File: src/common/inv_pkg.sv
`default_nettype none

package inv_pkg;

	////////////////////////////////////////////////////////////////////////////
	// Sizes

	localparam int dim = 5;
	localparam int elem_width = 8;

	// Left half is the matrix, right half the identity it is applied to
	localparam int aug_cols = 2 * dim;

	// Both phases clear dim*(dim-1)/2 elements
	localparam int step_count = dim * (dim - 1) / 2;

	////////////////////////////////////////////////////////////////////////////
	// Types

	// All arithmetic wraps modulo 256
	typedef logic [elem_width-1:0] elem_t;

	typedef elem_t [dim-1:0] row_t;
	typedef row_t [dim-1:0] matrix_t;

	typedef struct packed {
		row_t left;
		row_t right;
	} aug_row_t;

	typedef logic [$clog2(dim)-1:0] idx_t;

	typedef enum logic {
		forward,
		backward
	} phase_t;

	typedef struct packed {
		row_t diagonal;
		matrix_t transform;
	} result_t;

endpackage

`default_nettype wire

File: src/elim/aug_matrix_regs.sv
`timescale 1ns/1ns
`default_nettype none

module aug_matrix_regs
(
	input wire logic clk,
	input wire logic load,
	input wire inv_pkg::matrix_t in_matrix,
	input wire logic step_en,
	input wire inv_pkg::idx_t pivot_idx,
	input wire inv_pkg::idx_t row_idx,
	input wire inv_pkg::aug_row_t new_row,
	output inv_pkg::aug_row_t pivot_row,
	output inv_pkg::aug_row_t target_row,
	output inv_pkg::result_t result
);

	inv_pkg::aug_row_t rows [inv_pkg::dim];

	////////////////////////////////////////////////////////////////////////////
	// Storage

	always_ff @(posedge clk)
	begin
		if (load)
		begin
			for (int r = 0; r < inv_pkg::dim; r++)
			begin
				rows[r].left <= in_matrix[r];
				for (int c = 0; c < inv_pkg::dim; c++)
					rows[r].right[c] <= (r == c) ? inv_pkg::elem_t'(1) : '0;
			end
		end
		else if (step_en)
			rows[row_idx] <= new_row;
	end

	////////////////////////////////////////////////////////////////////////////
	// Read side

	assign pivot_row = rows[pivot_idx];
	assign target_row = rows[row_idx];

	// Diagonal from the left half, transform is the whole right half
	always_comb
	begin
		for (int r = 0; r < inv_pkg::dim; r++)
		begin
			result.diagonal[r] = rows[r].left[r];
			result.transform[r] = rows[r].right;
		end
	end

endmodule

`default_nettype wire

File: src/elim/row_update.sv
`timescale 1ns/1ns
`default_nettype none

module row_update
(
	input wire inv_pkg::aug_row_t pivot_row,
	input wire inv_pkg::aug_row_t target_row,
	input wire inv_pkg::idx_t pivot_idx,
	output inv_pkg::aug_row_t new_row
);

	// Same bits as an augmented row, seen as ten flat elements
	inv_pkg::elem_t [inv_pkg::aug_cols-1:0] pivot_elems;
	inv_pkg::elem_t [inv_pkg::aug_cols-1:0] target_elems;
	inv_pkg::elem_t [inv_pkg::aug_cols-1:0] new_elems;

	inv_pkg::elem_t pivot_val;
	inv_pkg::elem_t factor;

	assign pivot_elems = pivot_row;
	assign target_elems = target_row;

	assign pivot_val = pivot_row.left[pivot_idx];
	assign factor = target_row.left[pivot_idx];

	// Cross multiply, products truncated to 8 bits
	always_comb
	begin
		for (int i = 0; i < inv_pkg::aug_cols; i++)
			new_elems[i] = target_elems[i] * pivot_val - pivot_elems[i] * factor;
	end

	assign new_row = new_elems;

endmodule

`default_nettype wire

File: src/rtl/elim_fsm.sv
`timescale 1ns/1ns
`default_nettype none

module elim_fsm
(
	input wire logic clk,
	input wire logic reset,
	input wire logic in_valid,
	output logic in_ready,
	input wire logic out_ready,
	output logic out_valid,
	input wire logic phase_last,
	output logic load,
	output logic step_en,
	output inv_pkg::phase_t phase
);

	typedef enum logic [1:0] {
		idle,
		forward,
		backward,
		done
	} state_t;

	state_t state;
	state_t next_state;

	////////////////////////////////////////////////////////////////////////////
	// State register

	always_ff @(posedge clk)
	begin
		if (reset)
			state <= idle;
		else
			state <= next_state;
	end

	always_comb
	begin
		next_state = state;
		case (state)
			idle:
				if (load)
					next_state = forward;
			forward:
				if (phase_last)
					next_state = backward;
			backward:
				if (phase_last)
					next_state = done;
			done:
				if (out_ready)
					next_state = idle;
			default:
				next_state = idle;
		endcase
	end

	////////////////////////////////////////////////////////////////////////////
	// Outputs

	// Only one matrix in flight, so input is open in idle alone
	assign in_ready = (state == idle);
	assign out_valid = (state == done);

	assign load = in_valid && in_ready;

	// One elimination step per cycle through both phases
	assign step_en = (state == forward) || (state == backward);

	assign phase = (state == backward) ? inv_pkg::backward : inv_pkg::forward;

endmodule

`default_nettype wire

File: src/rtl/gauss_jordan_top.sv
`timescale 1ns/1ns
`default_nettype none

module gauss_jordan_top
(
	input wire logic clk,
	input wire logic reset,

	input wire logic in_valid,
	output logic in_ready,
	input wire inv_pkg::matrix_t in_matrix,

	output logic out_valid,
	input wire logic out_ready,
	output inv_pkg::result_t result
);

	////////////////////////////////////////////////////////////////////////////
	// Control

	logic load;
	logic step_en;
	inv_pkg::phase_t phase;

	inv_pkg::idx_t pivot_idx;
	inv_pkg::idx_t row_idx;
	logic phase_last;

	elim_fsm u_elim_fsm
	(
		.clk(clk),
		.reset(reset),
		.in_valid(in_valid),
		.in_ready(in_ready),
		.out_ready(out_ready),
		.out_valid(out_valid),
		.phase_last(phase_last),
		.load(load),
		.step_en(step_en),
		.phase(phase)
	);

	step_counter u_step_counter
	(
		.clk(clk),
		.reset(reset),
		.load(load),
		.step_en(step_en),
		.phase(phase),
		.pivot_idx(pivot_idx),
		.row_idx(row_idx),
		.phase_last(phase_last)
	);

	////////////////////////////////////////////////////////////////////////////
	// Elimination datapath

	inv_pkg::aug_row_t pivot_row;
	inv_pkg::aug_row_t target_row;
	inv_pkg::aug_row_t new_row;

	aug_matrix_regs u_aug_matrix_regs
	(
		.clk(clk),
		.load(load),
		.in_matrix(in_matrix),
		.step_en(step_en),
		.pivot_idx(pivot_idx),
		.row_idx(row_idx),
		.new_row(new_row),
		.pivot_row(pivot_row),
		.target_row(target_row),
		.result(result)
	);

	// Row written back on the same edge it is computed
	row_update u_row_update
	(
		.pivot_row(pivot_row),
		.target_row(target_row),
		.pivot_idx(pivot_idx),
		.new_row(new_row)
	);

endmodule

`default_nettype wire

File: src/rtl/step_counter.sv
`timescale 1ns/1ns
`default_nettype none

module step_counter
(
	input wire logic clk,
	input wire logic reset,
	input wire logic load,
	input wire logic step_en,
	input wire inv_pkg::phase_t phase,
	output inv_pkg::idx_t pivot_idx,
	output inv_pkg::idx_t row_idx,
	output logic phase_last
);

	localparam int step_width = $clog2(inv_pkg::step_count);

	// Position of the current pair within its phase
	logic [step_width-1:0] step_num;

	always_ff @(posedge clk)
	begin
		if (reset || load)
		begin
			// First forward pair, pivot 0 against row 1
			pivot_idx <= '0;
			row_idx <= inv_pkg::idx_t'(1);
			step_num <= '0;
		end
		else if (step_en)
		begin
			if (phase_last)
			begin
				// End of either phase parks on the first backward pair
				pivot_idx <= inv_pkg::idx_t'(inv_pkg::dim - 1);
				row_idx <= '0;
				step_num <= '0;
			end
			else
			begin
				step_num <= step_num + 1'b1;
				if (phase == inv_pkg::forward)
				begin
					// Rows below the pivot
					if (row_idx == inv_pkg::idx_t'(inv_pkg::dim - 1))
					begin
						pivot_idx <= pivot_idx + inv_pkg::idx_t'(1);
						row_idx <= pivot_idx + inv_pkg::idx_t'(2);
					end
					else
						row_idx <= row_idx + inv_pkg::idx_t'(1);
				end
				else
				begin
					// Rows above the pivot, top down
					if (row_idx == pivot_idx - inv_pkg::idx_t'(1))
					begin
						pivot_idx <= pivot_idx - inv_pkg::idx_t'(1);
						row_idx <= '0;
					end
					else
						row_idx <= row_idx + inv_pkg::idx_t'(1);
				end
			end
		end
	end

	assign phase_last = (step_num == step_width'(inv_pkg::step_count - 1));

endmodule

`default_nettype wire

File: config.mk
export PLATFORM = sky130hd
export DESIGN_NAME = gauss_jordan_top
export DESIGN_NICKNAME = d
export VERILOG_FILES = /design/src/common/inv_pkg.sv /design/src/elim/aug_matrix_regs.sv /design/src/elim/row_update.sv /design/src/rtl/elim_fsm.sv /design/src/rtl/gauss_jordan_top.sv /design/src/rtl/step_counter.sv
export SDC_FILE = /design/constraint.sdc
export NUM_CORES = 2
export LEC_CHECK = 0
export BUFFER_PORTS_ARGS = -buffer_cell sky130_fd_sc_hd__clkbuf_2
export CAP_MARGIN = 20
export CELL_PAD_IN_SITES_DETAIL_PLACEMENT = 1
export CELL_PAD_IN_SITES_GLOBAL_PLACEMENT = 2
export CORE_ASPECT_RATIO = 1.2
export CORE_MARGIN = 2
export CORE_UTILIZATION = 45
export CTS_CLUSTER_SIZE = 40
export DETAILED_ROUTE_END_ITERATION = 6
export PLACE_DENSITY_LB_ADDON = 0.3
export SKIP_LAST_GASP = 1
export SLEW_MARGIN = 20
export SYNTH_ARGS = -nofsm -noshare
export SYNTH_HDL_FRONTEND = slang
export SYNTH_SLANG_ARGS = --single-unit
File: constraint.sdc
create_clock -name clk -period 20 [get_ports clk]
set_input_delay 0 -clock clk [delete_from_list [all_inputs] [get_ports clk]]
set_output_delay 0 -clock clk [all_outputs]
set_load 0.1 [all_outputs]
# Word level (Yosys, flattened, before mapping)

Memories as Yosys holds them, arrays and structs flattened. A register that Yosys moved wholly into a read port is not among the register bits.
Cells that the tools add are included.

Register bits after elaboration: 12
Bits in writable memories: 400
Input port bits: 204
Output and inout port bits: 242
Word-level logic and storage cells: 91
Memories kept: 1

$add $sub $neg: 15
Multiply operators: 20
$lt $le $gt $ge: 1
Equality and inequality tests: 11
Multiplexer cells: 31
Reduce and logical (&&, ||, !) cells: 8

Memory list:

| memory                 | words | width | read ports | clocked after Yosys merged registers in | write ports | RTL line              | text |
|---|---|---|---|---|---|---|---|
| u_aug_matrix_regs.rows | 5     | 80    | 7          | 2                                       | 5           | aug_matrix_regs.sv:18 | `inv_pkg::aug_row_t rows [inv_pkg::dim];` |

Operator list:

| operator            | number |
|---|---|
| $mul 8x8->8         | 20 |
| $mux 80             | 1 |
| $reduce_or 80->1    | 1 |
| $sub 8x8->8         | 10 |
| $bmux 8 s3          | 2 |
| $mux 3              | 13 |
| $mux 8              | 2 |
| $mux 2              | 4 |
| $pmux 2 s4          | 1 |
| $mux 1              | 7 |
| $add 3x1->3 const B | 2 |
| $add 4x1->4 const B | 1 |
| $eq 2x2->1 const B  | 2 |
| $eq 4x4->1 const B  | 1 |
| $lt 3x4->1 const B  | 1 |
| $mux 4              | 1 |
| $ne 2x1->1 const B  | 2 |
| $ne 2x2->1 const B  | 2 |
| $reduce_and 4->1    | 1 |
| $add 3x2->3 const B | 1 |
| $eq 3x3->1          | 1 |
| $eq 3x3->1 const B  | 1 |
| $ne 3x3->1 const B  | 1 |
| $reduce_and 3->1    | 1 |
| other kinds (6)     | 7 |

# Depth between registers and ports, before layout

Word-level depth: 7
Gate-level depth with buffers: 36
Mapped depth without buffers: 28

# Hierarchy

A second synthesis with hierarchy kept.

Cells, all modules: 4,638
Area, all modules: 56,349.0 sq um

By module, submodules not included:

| module          | times used | cells each | area each (sq um) | sequential area each (sq um) |
|---|---|---|---|---|
| aug_matrix_regs | 1          | 2,046      | 34,565.7          | 19,218.4 |
| row_update      | 1          | 2,502      | 20,945.1          | 0.0 |
| step_counter    | 1          | 71         | 654.4             | 200.2 |
| elim_fsm        | 1          | 19         | 183.9             | 40.0 |

# Worst setup path after synthesis

Ideal clock, no wire load.

Kind: reg-to-reg
Start point: register with a tool-made name
End point: memory u_aug_matrix_regs.rows[0][71] (netlist bit) (data pin)
Library setup time: 0.260 ns
Data arrival time: 7.647 ns
Data required time: 19.740 ns
Setup slack: 12.093 ns
Cell stages (with the launch flop): 30
Path buffers: 6
Cell sequence: dfxtp_1 -> buf_6 -> buf_8 -> buf_12 -> buf_8 -> buf_6 -> mux4_2 -> mux2i_1 -> nand2_1 -> a41oi_1 -> clkbuf_1 -> nor2_1 -> fa_1 -> fa_1 -> inv_1 -> fa_1 -> fa_1 -> fa_1 -> inv_1 -> fa_1 -> xor2_1 -> xnor2_1 -> xnor2_1 -> xnor2_1 -> xnor2_1 -> xnor2_1 -> xnor2_1 -> xnor3_1 -> xnor3_1 -> mux2_2

RTL lines:

| what          | RTL line |
|---|---|
| end, declared | aug_matrix_regs.sv:18 |

==> results.toml <==
[sta]
max_freq_mhz = 98.65
rsz0062_at_grt = "false"
finalCritPeriodShare = 0.5069
fin_setup_tns_ns = 0
worstMarginPinSlew_ns = 1.252
hold_viol = 0
period_needed_ns = 10.14
fin_skew_ns = 0.04243
maxSlewViolCount = 0
setup-violations-final = 0
slew_headroom = 0.1414

[critical_path]
cp_slowest_cell = "mux2i_1"
crit_buf_inv = 4
slowest_delay_ns = 0.97
reg2reg_depth = 25
critPathCaptureType = "flip-flop"
worstSetupStartpointType = "flip-flop"
cp_common_cell = "xnor2_1"
reg2reg_setup_slack_ns = 9.86
arrival_ns = 10.55
crit_fanout = 52
critical-path-top-delay-family = "adder cells"
crit_type = "reg2reg"
required_ns = 20.41
r2r-end = "u_aug_matrix_regs.rows[0][55]$_DFFE_PP_"

[logic_synthesis]
netlist_area_mm2 = 0.05575
synth.avg_cell_area_um2 = 11.37
yosysUniqueCellTypes = 71
synth_edf_count = 640
synthCells = 4905
yosys_warnings = 0
syn_nets = 5797
yosys_most_used_dff = "edfxtp_1"
synth-seq-cells = 658
async_flop_share = 0
synth-seq-area-share = 0.3512

[floorplanning]
io-pin-count = 446
dieArea_mm2 = 0.1267
start_util = 0.4534
rows = 141
dieWidth_um = 325.3
dieHeight_um = 389.6
coreArea_mm2 = 0.1230

[layout]
layout.nets = 6167
syn_to_final_growth_pct = 12.51
layout_common_cells = "640 x edfxtp_1, 605 x inv_1, 562 x nand2_1, 488 x nor2_1, 445 x clkbuf_2"
final_common_cell = "edfxtp_1"
drive_above_1_share = 0.2300

[place]
gp_congestion = 0.9545
dp_hpwl_um = 164200
portBuffers = 445

[routing]
drtIter0Drc = 3671
num_vias = 41420
drt_first_pass_iters = 7
route.antenna.remaining_nets = 0
wl_um = 224600
vias_per_cell = 5.929
wl_per_cell_um = 32.15
drc_errors = 2

[hold_path]
whs_path_depth = 3
hold_path_class = "in2reg"
min_from = "reset"
worstHoldEndpoint = "u_elim_fsm.state[0]$_SDFFE_PP0P_"

[clock_tree]
root_buffer = "clkbuf_16"
clkSinkCount = 658
clk_latency_ns = 0.69
cts_tree = "yes"
cts_setup_buffers = 0
clk_pin_slew_ns = 0.07
cts_buffers = 73
cts_buffer_depth = 3
cts.htree.levels = 3
cts_repair_resize_count = 0

[grt]
grt_start_max_net_pins = 97
grt_pass1_wl_um = 321000
antenna_found_initial = 13
gr-total-overflow = 0
first_global_vias = 44720
grtUsageTotal = 0.3550

[outcome]
status = "finished with violations"
failed_checks = "DRC"

[flow_run]
cap_violations = 0
[state kept, by name, indices dropped and copies added, names as in the netlist, named ones only]
name                      cells
u_step_counter.row_idx        3
u_step_counter.pivot_idx      3
u_aug_matrix_regs.rows      640
u_step_counter.step_num       4
u_elim_fsm.state              2
[worst min-delay path, delay by kind of cell]
kind	cells	cell delay, ns
AO/OA/AOI/OAI	1	0.05
buffers and inverters	2	0.66
[layer usage]
metal  GRT usage  routed length, µm
met1      0.3910              77140
met5           0                 36
met4      0.2673              20410
met3     0.05602              15060
met2      0.6182             112000
[through the flow]
step / worst slack, ns / instance area (µm²) / hold slack (ns) / util / std cells
after floorplan: 12.09 / 55750 / 0.07238 / - / 4905
after global placement: 10.17 / 58180 / 0.2266 / 0.4732 / 6639
after detailed placement: 10.03 / 58190 / 0.2292 / 0.4732 / 6640
after CTS: 9.946 / 62700 / 0.08124 / 0.5099 / 6978
after global routing: 9.619 / 62710 / 0.1275 / 0.5100 / 6982
final: 9.863 / 62720 / 0.1013 / 0.5101 / 6986
[synth_stat cells (3+ instances only)]
cell	count	area [µm²]
a21o_1	15	112.6
a21oi_1	47	235.2
a22o_1	3	26.28
a22oi_1	27	202.7
a41oi_1	4	35.03
and2_1	42	262.8
and3_1	7	43.79
and4_1	3	26.28
buf_1	24	90.09
buf_2	28	140.1
buf_4	265	1989
buf_6	22	247.7
buf_8	3	45.04
clkbuf_1	129	484.2
clkinv_1	4	15.01
dfxtp_1	18	360.4
edfxtp_1	640	19220
fa_1	330	6606
ha_1	358	4479
inv_1	605	2271
mux2_2	159	1790
mux2i_1	126	1261
mux4_2	278	6261
nand2_1	572	2147
nand2b_1	24	150.1
nand3_1	32	160.2
nand4_1	4	25.02
nor2_1	492	1847
nor2b_1	13	81.33
nor3_1	38	190.2
o21ai_0	167	835.8
o21bai_1	11	82.58
o22ai_1	20	125.1
or2_2	56	350.3
or3_1	3	18.77
xnor2_1	219	1918
xnor3_1	34	765.7
xor2_1	42	367.9
[worst max-delay path by stage]
stage / start / end / slack, ns / depth (start not counted)
3_3_place_gp: flip-flop / u_aug_matrix_regs.rows[0][55]$_DFFE_PP_ / 10.17 / 25
5_1_grt: flip-flop / u_aug_matrix_regs.rows[0][55]$_DFFE_PP_ / 9.62 / 26
2_1_floorplan: flip-flop / u_aug_matrix_regs.rows[0][71]$_DFFE_PP_ / 12.09 / 29
4_1_cts: flip-flop / u_aug_matrix_regs.rows[0][55]$_DFFE_PP_ / 9.95 / 25
3_5_place_dp: flip-flop / u_aug_matrix_regs.rows[0][55]$_DFFE_PP_ / 10.03 / 25
6_report: flip-flop / u_aug_matrix_regs.rows[0][55]$_DFFE_PP_ / 9.86 / 25
[what timing repair did]
action                     in CTS  in global routing
hold endpoints to repair      206                  0
hold buffers                  204                  0
setup endpoints to repair       0                  0
[area by class of cell]
| type | instances | area, µm² |
|---|---|---|
| tap | 1644 | 2057 |
| fill | 13070 | 60240 |
| sequential | 658 | 19600 |
| inverter | 609 | 2286 |
| antenna | 8 | 20.02 |
| clock inverter | 49 | 555.5 |
| timing repair buffer | 767 | 5180 |
| multi-input combinational | 3166 | 31110 |
| clock buffer | 85 | 1913 |
[cells by family (layout without fill, tap and decap cells)]
kind of cell             count (synthesis)  count (layout)  share of synthesized area
buffers and inverters                 1081            1510                    0.09512
adder cells (fa/ha/maj)                688             688                     0.1989
AO/OA/AOI/OAI                          318             318                    0.03436
other                                    0               8                          0
flip-flops                             658             658                     0.3512
AND/OR/NAND/NOR                       1296            1296                    0.09644
XOR/XNOR                               299             299                    0.05645
multiplexers                           565             565                     0.1676
Power is not shown: default switching activity piles up to over one toggle a cycle in this logic, so the estimate is an artifact.
